**config.mk**
```make
export PLATFORM = sky130hd
export DESIGN_NAME = expansion_bus_top
export DESIGN_NICKNAME = d
export VERILOG_FILES = /design/src/logic/z80_bus_pkg.sv /design/src/logic/memory_map_pkg.sv /design/src/logic/bus_strobe_sync.sv /design/src/logic/bank_mapper.sv /design/src/logic/io_port_regs.sv /design/src/logic/expansion_bus_top.sv
export SDC_FILE = /design/constraint.sdc
export NUM_CORES = 1
export LEC_CHECK = 0
export BUFFER_PORTS_ARGS = -buffer_cell sky130_fd_sc_hd__buf_4
export CORE_MARGIN = 2
export CORE_UTILIZATION = 35
export CTS_CLUSTER_SIZE = 25
export DETAILED_ROUTE_END_ITERATION = 8
export PLACE_DENSITY = 0.67
export SLEW_MARGIN = 40
export SYNTH_ARGS = -nofsm -noshare
export SYNTH_HDL_FRONTEND = slang
export SYNTH_SLANG_ARGS = --single-unit
```
**constraint.sdc**
```tcl
create_clock -name sysclk -period 3.79 [get_ports sysclk]
set_input_delay 0.1895 -clock sysclk [delete_from_list [all_inputs] [get_ports sysclk]]
set_output_delay 0.1895 -clock sysclk [all_outputs]
set_load 0.05 [all_outputs]
```
**src/logic/z80_bus_pkg.sv**
```systemverilog
package z80_bus_pkg;

    ////////////////////////////////
    // Z80 bus widths
    ////////////////////////////////

    // Full 16-bit address bus
    typedef logic [15:0] addr_t;

    // Data byte, both directions
    typedef logic [7:0] data_t;

    // IO cycles only decode the low address byte
    typedef logic [7:0] io_port_t;

    // Eight rows of eight keys, row n in bits 8n+7..8n
    // A zero bit means the key is down
    typedef logic [63:0] key_matrix_t;

    ////////////////////////////////
    // Strobe synchronizer
    ////////////////////////////////

    // Needs at least two stages for edge detection
    localparam int SYNC_STAGES_DEFAULT = 3;

endpackage

```
**src/logic/memory_map_pkg.sv**
```systemverilog
package memory_map_pkg;

    import z80_bus_pkg::*;

    ////////////////////////////////
    // Memory paging
    ////////////////////////////////

    typedef logic [5:0] page_t;       // 64 pages of 16KB
    typedef logic [4:0] bank_addr_t;  // A18..A14 of the external chips

    // Bit 7 read-only, bit 6 overlay enable, bits 5..0 page
    typedef logic [7:0] bank_reg_t;

    // Pages 0-15 live in the ROM, 32-63 in the RAM
    // System RAM sits in page 32 and backs the $3800-$3FFF overlay
    localparam page_t SYSRAM_PAGE = 6'd32;

    ////////////////////////////////
    // IO ports
    ////////////////////////////////

    localparam io_port_t PORT_BANK0    = 8'hF0;
    localparam io_port_t PORT_BANK1    = 8'hF1;
    localparam io_port_t PORT_BANK2    = 8'hF2;
    localparam io_port_t PORT_BANK3    = 8'hF3;
    localparam io_port_t PORT_CASSETTE = 8'hFC;
    localparam io_port_t PORT_PRINTER  = 8'hFE;
    localparam io_port_t PORT_KEYBOARD = 8'hFF;  // Read only

    // Bank defaults after reset
    localparam bank_reg_t BANK0_RESET = 8'hC0;  // ROM page 0, read-only, overlay on
    localparam bank_reg_t BANK1_RESET = 8'h21;  // RAM page 33
    localparam bank_reg_t BANK2_RESET = 8'h22;  // RAM page 34
    localparam bank_reg_t BANK3_RESET = 8'h13;  // Page 19, no chip behind it

endpackage

```
**src/logic/bus_strobe_sync.sv**
```systemverilog
`timescale 1ns/1ns

module bus_strobe_sync import z80_bus_pkg::*; #(
    parameter int SYNC_STAGES = SYNC_STAGES_DEFAULT
) (
    input  logic  sysclk,
    input  logic  reset,
    input  logic  rd_n,
    input  logic  wr_n,
    input  data_t d_in,
    output logic  bus_read,
    output logic  bus_write,
    output data_t wr_data
);

    logic [SYNC_STAGES-1:0] rd_n_sync;  // Bit 0 is the newest sample
    logic [SYNC_STAGES-1:0] wr_n_sync;
    logic                   rd_fall;
    logic                   wr_fall;

    // Falling edge seen between the two oldest stages
    assign rd_fall = rd_n_sync[SYNC_STAGES-1] && !rd_n_sync[SYNC_STAGES-2];
    assign wr_fall = wr_n_sync[SYNC_STAGES-1] && !wr_n_sync[SYNC_STAGES-2];

    always_ff @(posedge sysclk or posedge reset) begin
        if (reset) begin
            rd_n_sync <= '1;  // Strobes idle high
            wr_n_sync <= '1;
            bus_read  <= 1'b0;
            bus_write <= 1'b0;
        end else begin
            rd_n_sync <= {rd_n_sync[SYNC_STAGES-2:0], rd_n};
            wr_n_sync <= {wr_n_sync[SYNC_STAGES-2:0], wr_n};
            bus_read  <= rd_fall;  // One pulse per strobe
            bus_write <= wr_fall;
        end
    end

    // Data is stable for the whole low phase of wr_n,
    // so the raw pins are safe to sample here
    always_ff @(posedge sysclk) begin
        if (!wr_n) begin
            wr_data <= d_in;
        end
    end

endmodule

```
**src/logic/bank_mapper.sv**
```systemverilog
`timescale 1ns/1ns

module bank_mapper import z80_bus_pkg::*, memory_map_pkg::*; (
    input  logic       sysclk,
    input  logic       reset,
    input  addr_t      a,
    input  logic       mreq_n,
    input  logic       iorq_n,
    input  logic       wr_n,
    input  logic       bus_write,
    input  data_t      wr_data,
    output logic       rom_ce_n,
    output logic       ram_ce_n,
    output bank_addr_t ba,
    output logic       bank_sel,
    output data_t      bank_rddata
);

    localparam io_port_t BANK_PORT [4] = '{PORT_BANK0, PORT_BANK1, PORT_BANK2, PORT_BANK3};
    localparam bank_reg_t BANK_RESET [4] = '{BANK0_RESET, BANK1_RESET, BANK2_RESET, BANK3_RESET};

    bank_reg_t  bank_regs [4];
    logic [3:0] port_hit;
    io_port_t   io_port;

    bank_reg_t  cur_bank;     // Bank behind the current address
    page_t      cur_page;
    logic       cur_ro;
    logic       cur_overlay;
    logic       sel_sysram;
    logic       allow_mem;
    logic       sel_rom;
    logic       sel_ram;

    ////////////////////////////////
    // Bank registers, IO $F0-$F3
    ////////////////////////////////

    assign io_port = a[7:0];

    always_comb begin
        bank_rddata = 8'h00;
        for (int i = 0; i < 4; i++) begin
            port_hit[i] = !iorq_n && (io_port == BANK_PORT[i]);
            if (port_hit[i]) bank_rddata = bank_regs[i];
        end
    end

    assign bank_sel = |port_hit;

    always_ff @(posedge sysclk or posedge reset) begin
        if (reset) begin
            for (int i = 0; i < 4; i++) begin
                bank_regs[i] <= BANK_RESET[i];
            end
        end else begin
            for (int i = 0; i < 4; i++) begin
                if (bus_write && port_hit[i]) bank_regs[i] <= wr_data;
            end
        end
    end

    ////////////////////////////////
    // Memory decode
    ////////////////////////////////

    assign cur_bank    = bank_regs[a[15:14]];  // One bank per 16KB quarter
    assign cur_page    = cur_bank[5:0];
    assign cur_ro      = cur_bank[7];
    assign cur_overlay = cur_bank[6];

    // $3800-$3FFF within the quarter, ignores the read-only flag
    assign sel_sysram = !mreq_n && cur_overlay && (a[13:11] == 3'b111);

    // Writes into a read-only bank are dropped
    assign allow_mem = !mreq_n && !sel_sysram && (wr_n || !cur_ro);

    assign sel_rom = allow_mem && (cur_page[5:4] == 2'b00);       // Pages 0-15
    assign sel_ram = (allow_mem && (cur_page >= SYSRAM_PAGE)) || sel_sysram;

    assign rom_ce_n = !sel_rom;
    assign ram_ce_n = !sel_ram;
    assign ba       = sel_sysram ? bank_addr_t'(SYSRAM_PAGE) : cur_page[4:0];

endmodule

```
**src/logic/io_port_regs.sv**
```systemverilog
`timescale 1ns/1ns

module io_port_regs import z80_bus_pkg::*, memory_map_pkg::*; (
    input  logic        sysclk,
    input  logic        reset,
    input  addr_t       a,
    input  logic        iorq_n,
    input  logic        rd_n,
    input  logic        bus_write,
    input  data_t       wr_data,
    input  key_matrix_t keys,
    input  logic        cassette_in,
    input  logic        printer_in,
    input  logic        bank_sel,
    input  data_t       bank_rddata,
    output logic        cassette_out,
    output logic        printer_out,
    output data_t       d_out,
    output logic        d_oe
);

    io_port_t io_port;
    logic     sel_cassette;
    logic     sel_printer;
    logic     sel_keyboard;
    data_t    key_rddata;

    ////////////////////////////////
    // Port decode
    ////////////////////////////////

    assign io_port      = a[7:0];
    assign sel_cassette = !iorq_n && (io_port == PORT_CASSETTE);
    assign sel_printer  = !iorq_n && (io_port == PORT_PRINTER);
    assign sel_keyboard = !iorq_n && (io_port == PORT_KEYBOARD);

    ////////////////////////////////
    // Output latches
    ////////////////////////////////

    always_ff @(posedge sysclk or posedge reset) begin
        if (reset) begin
            cassette_out <= 1'b0;
            printer_out  <= 1'b0;
        end else if (bus_write) begin
            if (sel_cassette) cassette_out <= wr_data[0];
            if (sel_printer) printer_out <= wr_data[0];
        end
    end

    ////////////////////////////////
    // Keyboard matrix
    ////////////////////////////////

    // Upper address byte picks rows, active low
    // Pressed keys pull their column to zero
    always_comb begin
        key_rddata = 8'hFF;  // No row selected
        for (int row = 0; row < 8; row++) begin
            if (!a[row + 8]) key_rddata &= keys[row*8 +: 8];
        end
    end

    ////////////////////////////////
    // Read data return
    ////////////////////////////////

    always_comb begin
        d_out = 8'h00;
        if (sel_cassette) d_out = {7'b0, cassette_in};
        if (sel_printer) d_out = {7'b0, printer_in};
        if (sel_keyboard) d_out = key_rddata;
        if (bank_sel) d_out = bank_rddata;  // $F0-$F3
    end

    // Only drive the bus for ports decoded in this design
    assign d_oe = !rd_n && (sel_cassette || sel_printer || sel_keyboard || bank_sel);

endmodule

```
**src/logic/expansion_bus_top.sv**
```systemverilog
`timescale 1ns/1ns

module expansion_bus_top import z80_bus_pkg::*, memory_map_pkg::*; #(
    parameter int SYNC_STAGES = SYNC_STAGES_DEFAULT
) (
    input  logic        sysclk,
    input  logic        reset,

    // Z80 bus
    input  addr_t       a,
    input  data_t       d_in,
    output data_t       d_out,
    output logic        d_oe,      // Enables d_out onto the bus
    input  logic        rd_n,
    input  logic        wr_n,
    input  logic        mreq_n,
    input  logic        iorq_n,

    // Memory chips
    output logic        rom_ce_n,
    output logic        ram_ce_n,
    output bank_addr_t  ba,

    // Peripherals
    input  key_matrix_t keys,
    input  logic        cassette_in,
    output logic        cassette_out,
    input  logic        printer_in,
    output logic        printer_out
);

    logic  bus_read;     // No read side effects in these ports
    logic  bus_write;
    data_t wr_data;
    logic  bank_sel;
    data_t bank_rddata;

    bus_strobe_sync #(
        .SYNC_STAGES(SYNC_STAGES)
    ) i_bus_strobe_sync (
        .sysclk    (sysclk),
        .reset     (reset),
        .rd_n      (rd_n),
        .wr_n      (wr_n),
        .d_in      (d_in),
        .bus_read  (bus_read),
        .bus_write (bus_write),
        .wr_data   (wr_data)
    );

    bank_mapper i_bank_mapper (
        .sysclk      (sysclk),
        .reset       (reset),
        .a           (a),
        .mreq_n      (mreq_n),
        .iorq_n      (iorq_n),
        .wr_n        (wr_n),
        .bus_write   (bus_write),
        .wr_data     (wr_data),
        .rom_ce_n    (rom_ce_n),
        .ram_ce_n    (ram_ce_n),
        .ba          (ba),
        .bank_sel    (bank_sel),
        .bank_rddata (bank_rddata)
    );

    io_port_regs i_io_port_regs (
        .sysclk       (sysclk),
        .reset        (reset),
        .a            (a),
        .iorq_n       (iorq_n),
        .rd_n         (rd_n),
        .bus_write    (bus_write),
        .wr_data      (wr_data),
        .keys         (keys),
        .cassette_in  (cassette_in),
        .printer_in   (printer_in),
        .bank_sel     (bank_sel),
        .bank_rddata  (bank_rddata),
        .cassette_out (cassette_out),
        .printer_out  (printer_out),
        .d_out        (d_out),
        .d_oe         (d_oe)
    );

endmodule

```
==> impl_metrics.ini, run 1 <==
[yosys]
syn_area_per_cell_um2 = 12.7
yosys_warnings = 0
synth_top_area_share_pct = 24.6
seq_area_frac_synth_pct = 45.6
synth_ff_type = dfrtp_1
syn-num-nets = 305
synth.most_common_cell = mux2_2
synth_top_area_cell = dfrtp_1
synth_edf_count = 8
synth.distinct_cells = 35
synth-async-reset-ratio_pct = 82.6
syn_area_um2 = 2650
ys_seq_elements = 46
synthTopCellsByArea = dfrtp_1 (25%), mux2_2 (14%), dfstp_2 (12%)
synthTopCellsByCount = mux2_2 (34), o22ai_1 (32), dfrtp_1 (26)
syn_inst = 209

[grt]
grt_max_degree = 39
grt_pass1_wl_um = 11900
grt_pass1_vias = 2343
grt_use_total_pct = 18.2
grt_overflow = 0
grt_antenna_before_repair = 0

[layout]
multi_input_area_um2 = 1350
drive_above_1_share_pct = 58.5
seq_area_um2 = 1210
final_util_pct = 50.0
n_antenna_cell = 0
fill_cells = 684
fin_cells = 412
fin_nets = 408
synthToLayoutAreaGrowth_pct = 37.7

[sta]
drv_slew = 0
slew_headroom_pct = 59.8
report.final.setup_viol = 0
rsz0062_at_grt = no
holdWs_ns = -0.00565
worst_pin_slew_ns = 0.601
post-route-period-util_pct = 60.5
fmaxAchievable_mhz = 436
min_period_ns = 2.29
fin_skew_ns = 0.00811
tns_ns = 0
finalHoldViolCount = 11

[power_and_ir_drop]
pwr-share-clk_pct = 29.9
intPower_mw = 0.750
p_comb_share_pct = 17.3
power.density_nw_per_um2 = 277
power_mw = 1.01
power_switching_mw = 0.260
switching_share_pct = 25.8
p_leak_nw = 1.68
ir_worst_vdd_uv = 187
seqPwrFrac_pct = 52.7

[clock_network]
cts_htree_levels = 2
cts_root_buf = clkbuf_8
numCtsBuffers = 5
cts_setup_buffers = 0
cts_tree = done
insertion_delay_ns = 0.30
clkTransAtPathRegs_ns = 0.09
cts_resized = 0
clk_path_buf_depth = 2
cts_sinks = 46

[placed_design]
dp_cells = 403
port_buffers = 113
dp_hpwl_um = 5720
gp_congestion = 0.767

[routing]
drcViolationCount = 0
vias = 2271
ant_nets = 0
wire_per_inst_um = 18.6
first_pass_iters = 4
initialDrtViolationCount = 102
vias_per_cell = 5.51
routed_wl_um = 7650

[setup_path]
worstSetupPathType = flip-flop to output port
cp_max_fo = 7
r2r_end = i_bank_mapper.bank_regs[17]
r2r-start = i_bus_strobe_sync.bus_write
cp-start-kind = flip-flop
slowest_delay_ns = 0.52
rrSetupSlack_ns = 2.12
crit_path_top_delay_cell = or4b_1
end_kind = output port
arrival_ns = 2.10
ff2ff_path_depth = 3
critical_path.cell_chain = mux4_2 > and4_4 > or4b_1 > buf_4
cp.required_ns = 3.60

[die]
die_y_um = 91.0
row_count = 31
start_util_pct = 36.3
die-area_um2 = 8270
io_pins = 114
fp.dieW_um = 91.0
coreArea_um2 = 7290

[status]
status = complete, but fails checks
violations = negative hold slack

[min_path]
min_path_type = input pin to async pin

[flow_run]
drv_cap = 0
==> worst max-delay path, delay by kind of cell (launching register included) <==
| kind | cells | cell delay [ns] |
|---|---|---|
| buffers and inverters | 1 | 0.20 |
| and+or+nand+nor | 2 | 0.75 |
| DFF | 1 | 0.39 |
| muxes | 1 | 0.46 |
==> layout make-up <==
type / instances / area share (%)
clock buffer: 5 / 1.89
multi-input combinational: 142 / 37.1
tap: 99 / 3.40
inverter: 2 / 0.206
timing repair buffer: 115 / 23.8
sequential: 46 / 33.1
clock inverter: 3 / 0.584
==> repair_timing <==
action	in CTS	in global routing
hold buffers	1	0
endpoints found under the setup margin	0	0
endpoints found under the hold margin	1	0
==> flip-flops by register name, summed over array words and instances (netlist names) <==
name / cells
i_bank_mapper.bank_regs: 32
i_bus_strobe_sync.wr_data: 8
i_bus_strobe_sync.wr_n_sync: 3
i_bus_strobe_sync.bus_write: 1
i_io_port_regs.cassette_out: 1
i_io_port_regs.printer_out: 1
==> how the worst max path moves through the flow <==
stage | startpoint | to | slack, ns | depth (start not counted)
2_1_floorplan | a[15] | d_out[5] | 1.31 | 5
3_5_place_dp | a[3] | i_bank_mapper.bank_regs[22] | 1.64 | 4
3_3_place_gp | a[3] | i_bank_mapper.bank_regs[20] | 1.65 | 4
6_report | i_bank_mapper.bank_regs[6] | rom_ce_n | 1.50 | 4
4_1_cts | i_bank_mapper.bank_regs[6] | rom_ce_n | 1.47 | 4
5_1_grt | i_bank_mapper.bank_regs[6] | rom_ce_n | 1.43 | 4
==> through the flow <==
step | instance area [um^2] | setup WS, ns
3_5_place_dp | 3540 | 1.64
5_1_grt | 3640 | 1.43
6_report | 3640 | 1.50
4_1_cts | 3640 | 1.47
2_1_floorplan | 2650 | 1.31
3_3_place_gp | 3540 | 1.65
==> cell families after synthesis <==
kind of cell    count (synthesis)  share of synthesized area, %
compound gates                 43                          9.79
buf+inv                        21                          3.45
flops                          46                          45.6
mux                            51                          28.9
simple gates                   48                          12.3
==> power groups by stage <==
stage | sequential [mW] | combinational (mW) | clock, mW
global route | 0.536 | 0.189 | 0.333
floorplan | 0.538 | 0.0784 | 0
global placement | 0.542 | 0.173 | 0
finish | 0.533 | 0.175 | 0.302
detailed placement | 0.543 | 0.174 | 0
CTS | 0.533 | 0.176 | 0.315
==> cell usage in the layout (no fill, tap or decap), types with 7 or more instances in the layout <==
master	synthesis	routed
buf_4	0	114
mux2_2	34	34
o22ai_1	32	32
dfrtp_1	26	26
mux4_2	13	13
nand4_1	12	12
dfstp_2	12	12
or4_1	8	8
edfxtp_1	8	8
o21ai_0	7	7
==> routing by layer <==
metal | wire length [um] | GRT usage [%] | part of all wire (%) | vias to the layer above
li1 | - | - | - | 1056
met1 | 3040 | 21.2 | 40 | 1100
met2 | 3870 | 32.9 | 51 | 107
met3 | 678 | 5.06 | 8.9 | 8
met4 | 66 | 4.55 | 0.86 | 0
met5 | 0 | 0 | 0 | -
(Power assumes the default switching activity.)
==> inputs of run 2 (changes only) <==
--- a/config.mk
+++ b/config.mk
@@ -5,6 +5,7 @@
 export SDC_FILE = /design/constraint.sdc
 export NUM_CORES = 1
 export LEC_CHECK = 0
+export ABC_AREA = 1
 export BUFFER_PORTS_ARGS = -buffer_cell sky130_fd_sc_hd__buf_4
 export CORE_MARGIN = 2
 export CORE_UTILIZATION = 35
==> constraint.sdc (replaced) <==
create_clock -name sysclk -period 1.9 [get_ports sysclk]
set_input_delay 0.095 -clock sysclk [delete_from_list [all_inputs] [get_ports sysclk]]
set_output_delay 0.095 -clock sysclk [all_outputs]
set_load 0.05 [all_outputs]
==> impl_metrics.ini, run 2 <==
[clock_network]
cts_resized = 0
cts_root_buf = clkbuf_8
numCtsBuffers = 5
cts_sinks = 46
cts_htree_levels = 2
clkTransAtPathRegs_ns = 0.09
insertion_delay_ns = 0.30
cts_tree = done
clk_path_buf_depth = 2

[routing]
routed_wl_um = 9640
first_pass_iters = 4
wire_per_inst_um = 14.0
ant_nets = 0
initialDrtViolationCount = 227
vias_per_cell = 4.78
drcViolationCount = 0
vias = 3292

[setup_path]
end_kind = output port
ff2ff_path_depth = 3
worstSetupPathType = flip-flop to output port
cp_common_cell = nand3_1
path_buf_inv = 1
r2r-start = i_bus_strobe_sync.bus_write
r2r_end = i_bank_mapper.bank_regs[18]
cp.required_ns = 1.80
rrSetupSlack_ns = 0.59
critical_path.cell_chain = nand2_1 > nand3_1 > nand3_1 > nand4_1 > buf_4
cp_max_fo = 7
slowest_delay_ns = 0.58
arrival_ns = 1.70
crit_path_top_delay_cell = dfstp_2
critPathTopFamily = simple AND/OR/NAND/NOR gates
cp-start-kind = flip-flop

[yosys]
synth.most_common_cell = nand2_1
ys_seq_elements = 46
synth_top_area_share_pct = 20.3
synth.distinct_cells = 30
synth_edf_count = 8
synthTopCellsByCount = nand2_1 (102), inv_1 (81), nor2_1 (60)
synth_compound_area_share_pct = 16.0
synthXorXnorAreaFrac_pct = 0
seq_area_frac_synth_pct = 37.6
syn_inst = 459
syn_area_per_cell_um2 = 6.99
synthTopCellsByArea = dfrtp_1 (20%), nand2_1 (12%), dfstp_2 (9.8%)
synth_top_area_cell = dfrtp_1
synthAdderAreaFrac_pct = 0
syn-num-nets = 555
synth_ff_type = dfrtp_1
synth_simple_gate_area_share_pct = 33.4
synthMuxAreaShare_pct = 0
yosys_warnings = 0
synth-async-reset-ratio_pct = 82.6
synth_top_family_by_area = simple AND/OR/NAND/NOR gates
syn_area_um2 = 3210

[layout]
fin_nets = 675
synthToLayoutAreaGrowth_pct = 34.9
layout_common_cells = buf_4 (116), nand2_1 (102), inv_1 (81)
n_antenna_cell = 0
final_common_cell = buf_4
drive_above_1_share_pct = 30.3
regMostFlops = i_bank_mapper.bank_regs
largestRegisters = i_bank_mapper.bank_regs (32), i_bus_strobe_sync.wr_data (8), i_bus_strobe_sync.wr_n_sync (3)
largest_reg_flops = 32
fill_cells = 880

[flow_run]
drv_cap = 0

[placed_design]
port_buffers = 113
gp_congestion = 0.954
post-place-ws_ns = 0.280
dp_hpwl_um = 7650

[power_and_ir_drop]
power.density_nw_per_um2 = 523
pwr-share-clk_pct = 31.4
switching_share_pct = 26.8
ir_worst_vdd_uv = 463
p_leak_nw = 2.26
intPower_mw = 1.66
seqPwrFrac_pct = 47.0
power_switching_mw = 0.607
p_comb_share_pct = 21.6

[sta]
tns_ns = 0
fin_skew_ns = 0.0146
report.final.setup_viol = 0
worst_pin_slew_ns = 0.502
setup_ws_ns = 0.103
slew_headroom_pct = 66.5
min_period_ns = 1.80
finalHoldViolCount = 0
fmaxAchievable_mhz = 556
post-route-period-util_pct = 94.6
rsz0062_at_grt = no
drv_slew = 0

[grt]
grt_use_total_pct = 19.3
grt_max_degree = 39
grt_overflow = 0
grt_pass1_vias = 3133
grt_antenna_before_repair = 0
grt_pass1_wl_um = 15200

[die]
die_y_um = 99.7
fp.dieW_um = 99.7
row_count = 34
start_util_pct = 36.4
io_pins = 114
coreArea_um2 = 8810
die-area_um2 = 9950

[status]
status = finished clean

[min_path]
hold_depth = 4
min_path_type = input pin to flip-flop
hp-start = iorq_n
whs_endpoint = i_bank_mapper.bank_regs[9]
[run 2: worst max-delay path by stage]
stage	startpoint	endpoint	slack, ns	cells past startpoint
after floorplan	a[7]	d_oe	0.37	5
after global placement	a[15]	ram_ce_n	0.32	7
after detailed placement	a[15]	rom_ce_n	0.28	7
after CTS	i_bank_mapper.bank_regs[30]	ram_ce_n	0.09	6
after global routing	i_bank_mapper.bank_regs[30]	ram_ce_n	0.02	6
final	i_bank_mapper.bank_regs[30]	rom_ce_n	0.10	5
[run 2: stage by stage]
stage	util, %	instance area (um^2)	std cells	power [mW]	hold slack (ns)
after floorplan	-	3210	459	1.32	0.0995
after global routing	49.1	4330	688	2.40	0.263
final	49.1	4330	688	2.26	0.243
after detailed placement	46.8	4120	670	1.56	0.218
after global placement	46.8	4120	670	1.55	0.219
after CTS	49.1	4330	688	2.30	0.238
[run 2: power by group through the flow]
| stage | Combinational [mW] | Sequential (mW) | Clock (mW) |
|---|---|---|---|
| 3_5_place_dp | 0.475 | 1.08 | 0 |
| 6_report | 0.489 | 1.06 | 0.711 |
| 3_3_place_gp | 0.469 | 1.08 | 0 |
| 2_1_floorplan | 0.239 | 1.08 | 0 |
| 5_1_grt | 0.540 | 1.07 | 0.790 |
| 4_1_cts | 0.493 | 1.06 | 0.741 |
[run 2: tightest hold or removal path, stage by stage]
cell	delay, ns
buf_4	0.12
nor2_8	0.07
nand4_4	0.17
o21ai_1	0.08
[run 2: final cells by class]
cell class | instances | area, um^2 | share of cell area, %
Timing Repair Buffer | 126 | 971 | 22.4
Inverter | 86 | 323 | 7.46
Clock buffer | 6 | 72.6 | 1.68
Sequential cell | 46 | 1210 | 27.9
Multi-Input combinational cell | 314 | 1580 | 36.6
Tap cell | 108 | 135 | 3.12
Clock inverter | 2 | 36.3 | 0.838
[run 2: per-layer routing]
layer	part of all wire, %	global-route usage (%)
met1	42	24.6
met2	48	33.7
met3	7.7	3.02
met4	2.3	5.90
met5	0	0
[run 2: cells by family (layout without fill, tap and decap cells)]
group / after synthesis / after routing
buffers and inverters: 99 / 220
DFF: 46 / 46
and+or+nand+nor: 221 / 221
AOI/OAI and AO/OA: 93 / 93
[run 2: repair_timing]
action / CTS / global route
endpoints found under the hold margin: 35 / 0
buffers inserted: 0 / 0
hold buffers: 10 / 0
==> inputs of run 3 (changes only) <==
--- a/config.mk
+++ b/config.mk
@@ -11,7 +11,8 @@
 export CORE_UTILIZATION = 35
 export CTS_CLUSTER_SIZE = 25
 export DETAILED_ROUTE_END_ITERATION = 8
-export PLACE_DENSITY = 0.67
+export GPL_ROUTABILITY_DRIVEN = 0
+export PLACE_DENSITY = 0.62
 export SLEW_MARGIN = 40
 export SYNTH_ARGS = -nofsm -noshare
 export SYNTH_HDL_FRONTEND = slang
==> constraint.sdc (replaced) <==
create_clock -name sysclk -period 1.9 [get_ports sysclk]
set_input_delay 0.19 -clock sysclk [delete_from_list [all_inputs] [get_ports sysclk]]
set_output_delay 0.19 -clock sysclk [all_outputs]
set_load 0.05 [all_outputs]
==> impl_metrics.ini, run 3 (synthesized netlist as in run 2, its figures left out) <==
[power_and_ir_drop]
power_mw = 2.19
switching_share_pct = 27.0
p_comb_share_pct = 22.0
seqPwrFrac_pct = 48.6
power_switching_mw = 0.591
pwr-share-clk_pct = 29.5
ir_worst_vdd_uv = 478
p_leak_nw = 2.24
power.density_nw_per_um2 = 512
intPower_mw = 1.60

[clock_network]
cts_sinks = 46
insertion_delay_ns = 0.29
clkTransAtPathRegs_ns = 0.08
cts_htree_levels = 2
cts_root_buf = clkbuf_8
cts_setup_buffers = 0
cts_tree = done
clk_path_buf_depth = 2
numCtsBuffers = 5

[setup_path]
ff2ff_path_depth = 3
end_kind = output port
crit_path_top_delay_cell = dfstp_2
worstSetupPathType = flip-flop to output port
slowest_delay_ns = 0.56
cp.required_ns = 1.71
critical_path_depth = 6
critical_path.cell_chain = nand2_1 > nand3_1 > nand3_2 > o21ai_1 > inv_1 > buf_4
r2r_end = i_bank_mapper.bank_regs[18]
cp_max_fo = 7
cp-start-kind = flip-flop
path_buf_inv = 2
arrival_ns = 1.54
r2r-start = i_bus_strobe_sync.bus_write
critPathTopFamily = flip-flops
rrSetupSlack_ns = 0.61

[sta]
finalHoldViolCount = 1
fin_skew_ns = 0.00442
holdWs_ns = -0.000948
min_period_ns = 1.73
tns_ns = 0
rsz0062_at_grt = no
fmaxAchievable_mhz = 578
report.final.setup_viol = 0
post-route-period-util_pct = 91.0
drv_slew = 0
setup_ws_ns = 0.171
slew_headroom_pct = 69.1
worst_pin_slew_ns = 0.463

[grt]
grt_pass1_vias = 3195
grt_max_degree = 39
grt_pass1_wl_um = 15300
grt_overflow = 0
grt_antenna_before_repair = 0
grt_use_total_pct = 19.4

[die]
die_y_um = 99.7
coreArea_um2 = 8810
fp.dieW_um = 99.7
start_util_pct = 36.4
die-area_um2 = 9950
io_pins = 114
row_count = 34

[layout]
n_antenna_cell = 0
fin_cells = 684
largestRegisters = i_bank_mapper.bank_regs (32), i_bus_strobe_sync.wr_data (8), i_bus_strobe_sync.wr_n_sync (3)
drive_above_1_share_pct = 31.4
final_util_pct = 48.5
fill_cells = 888
fin_nets = 671
synthToLayoutAreaGrowth_pct = 33.2
largest_reg_flops = 32
layout_common_cells = buf_4 (121), nand2_1 (102), inv_1 (81)
final_common_cell = buf_4
regMostFlops = i_bank_mapper.bank_regs

[routing]
m1WireLength_um = 4180
drcViolationCount = 0
routed_wl_um = 9670
met2_length_um = 4500
highest_layer = met4
vias_per_cell = 4.84
vias = 3311
ant_nets = 0
first_pass_iters = 6
wire_per_inst_um = 14.1
met3_length_um = 772
initialDrtViolationCount = 221

[placed_design]
port_buffers = 113
post-place-ws_ns = 0.211
dp_cells = 675
dp_hpwl_um = 7740

[min_path]
min_path_type = input pin to async pin

[status]
violations = negative hold slack
status = complete, but fails checks

[flow_run]
drv_cap = 0
[run 3: cell types whose count changed in the layout (fill, tap and decap cells not counted), sizes merged]
| cell | before | now |
|---|---|---|
| clkbuf | 6 | 8 |
| buf | 116 | 121 |
| bufinv | 1 | 0 |
| dlygate4sd3 | 10 | 1 |
| inv | 87 | 86 |
[run 3: worst max-delay path by stage]
stage / startpoint / endpoint / slack [ns]
floorplan: a[7] / d_oe / 0.18
global placement: a[15] / ram_ce_n / 0.23
detailed placement: a[15] / d_out[5] / 0.21
CTS: i_bank_mapper.bank_regs[30] / ram_ce_n / 0.03
global route: i_bank_mapper.bank_regs[30] / ram_ce_n / 0.02
finish: i_bank_mapper.bank_regs[30] / ram_ce_n / 0.17
[run 3: stage by stage]
stage | hold slack [ns] | area, um^2
3_3_place_gp | 0.310 | 4160
3_5_place_dp | 0.310 | 4160
2_1_floorplan | 0.194 | 3210
6_report | -0.000948 | 4270
4_1_cts | 0.000511 | 4260
5_1_grt | 0.0530 | 4270
[run 3: layout make-up]
class	count	area (um^2)	share of cell area [%]
clock buffers	8	101	2.37
inverters	86	323	7.55
multi-input cells	314	1590	37.2
flip-flops and latches	46	1210	28.2
well taps	108	135	3.16
repair buffers	122	918	21.5
[run 3: metal layers]
layer | track usage [%] | vias to the layer above
met3 | 3.16 | 22
met5 | 0 | -
met2 | 34.1 | 159
met4 | 5.58 | 0
li1 | - | 1682
met1 | 24.5 | 1448
[run 3: power by group through the flow]
stage	registers (mW)	clock network (mW)	logic, mW
floorplan	1.08	0	0.239
global placement	1.08	0	0.477
detailed placement	1.08	0	0.480
CTS	1.06	0.674	0.483
global route	1.07	0.720	0.532
finish	1.06	0.645	0.481
[run 3: worst reg2reg max path, stage by stage, from the launching register on]
cell     delay [ns]
dfrtp_1        0.53
inv_1          0.23
nor2_8         0.29
o21ai_0        0.12
[run 3: what timing repair did]
| item | CTS | global route |
|---|---|---|
| resized for setup | 0 | 2 |
| hold buffers | 0 | 1 |
| endpoints found under the hold margin | 0 | 1 |
| setup endpoints to repair | 0 | 7 |
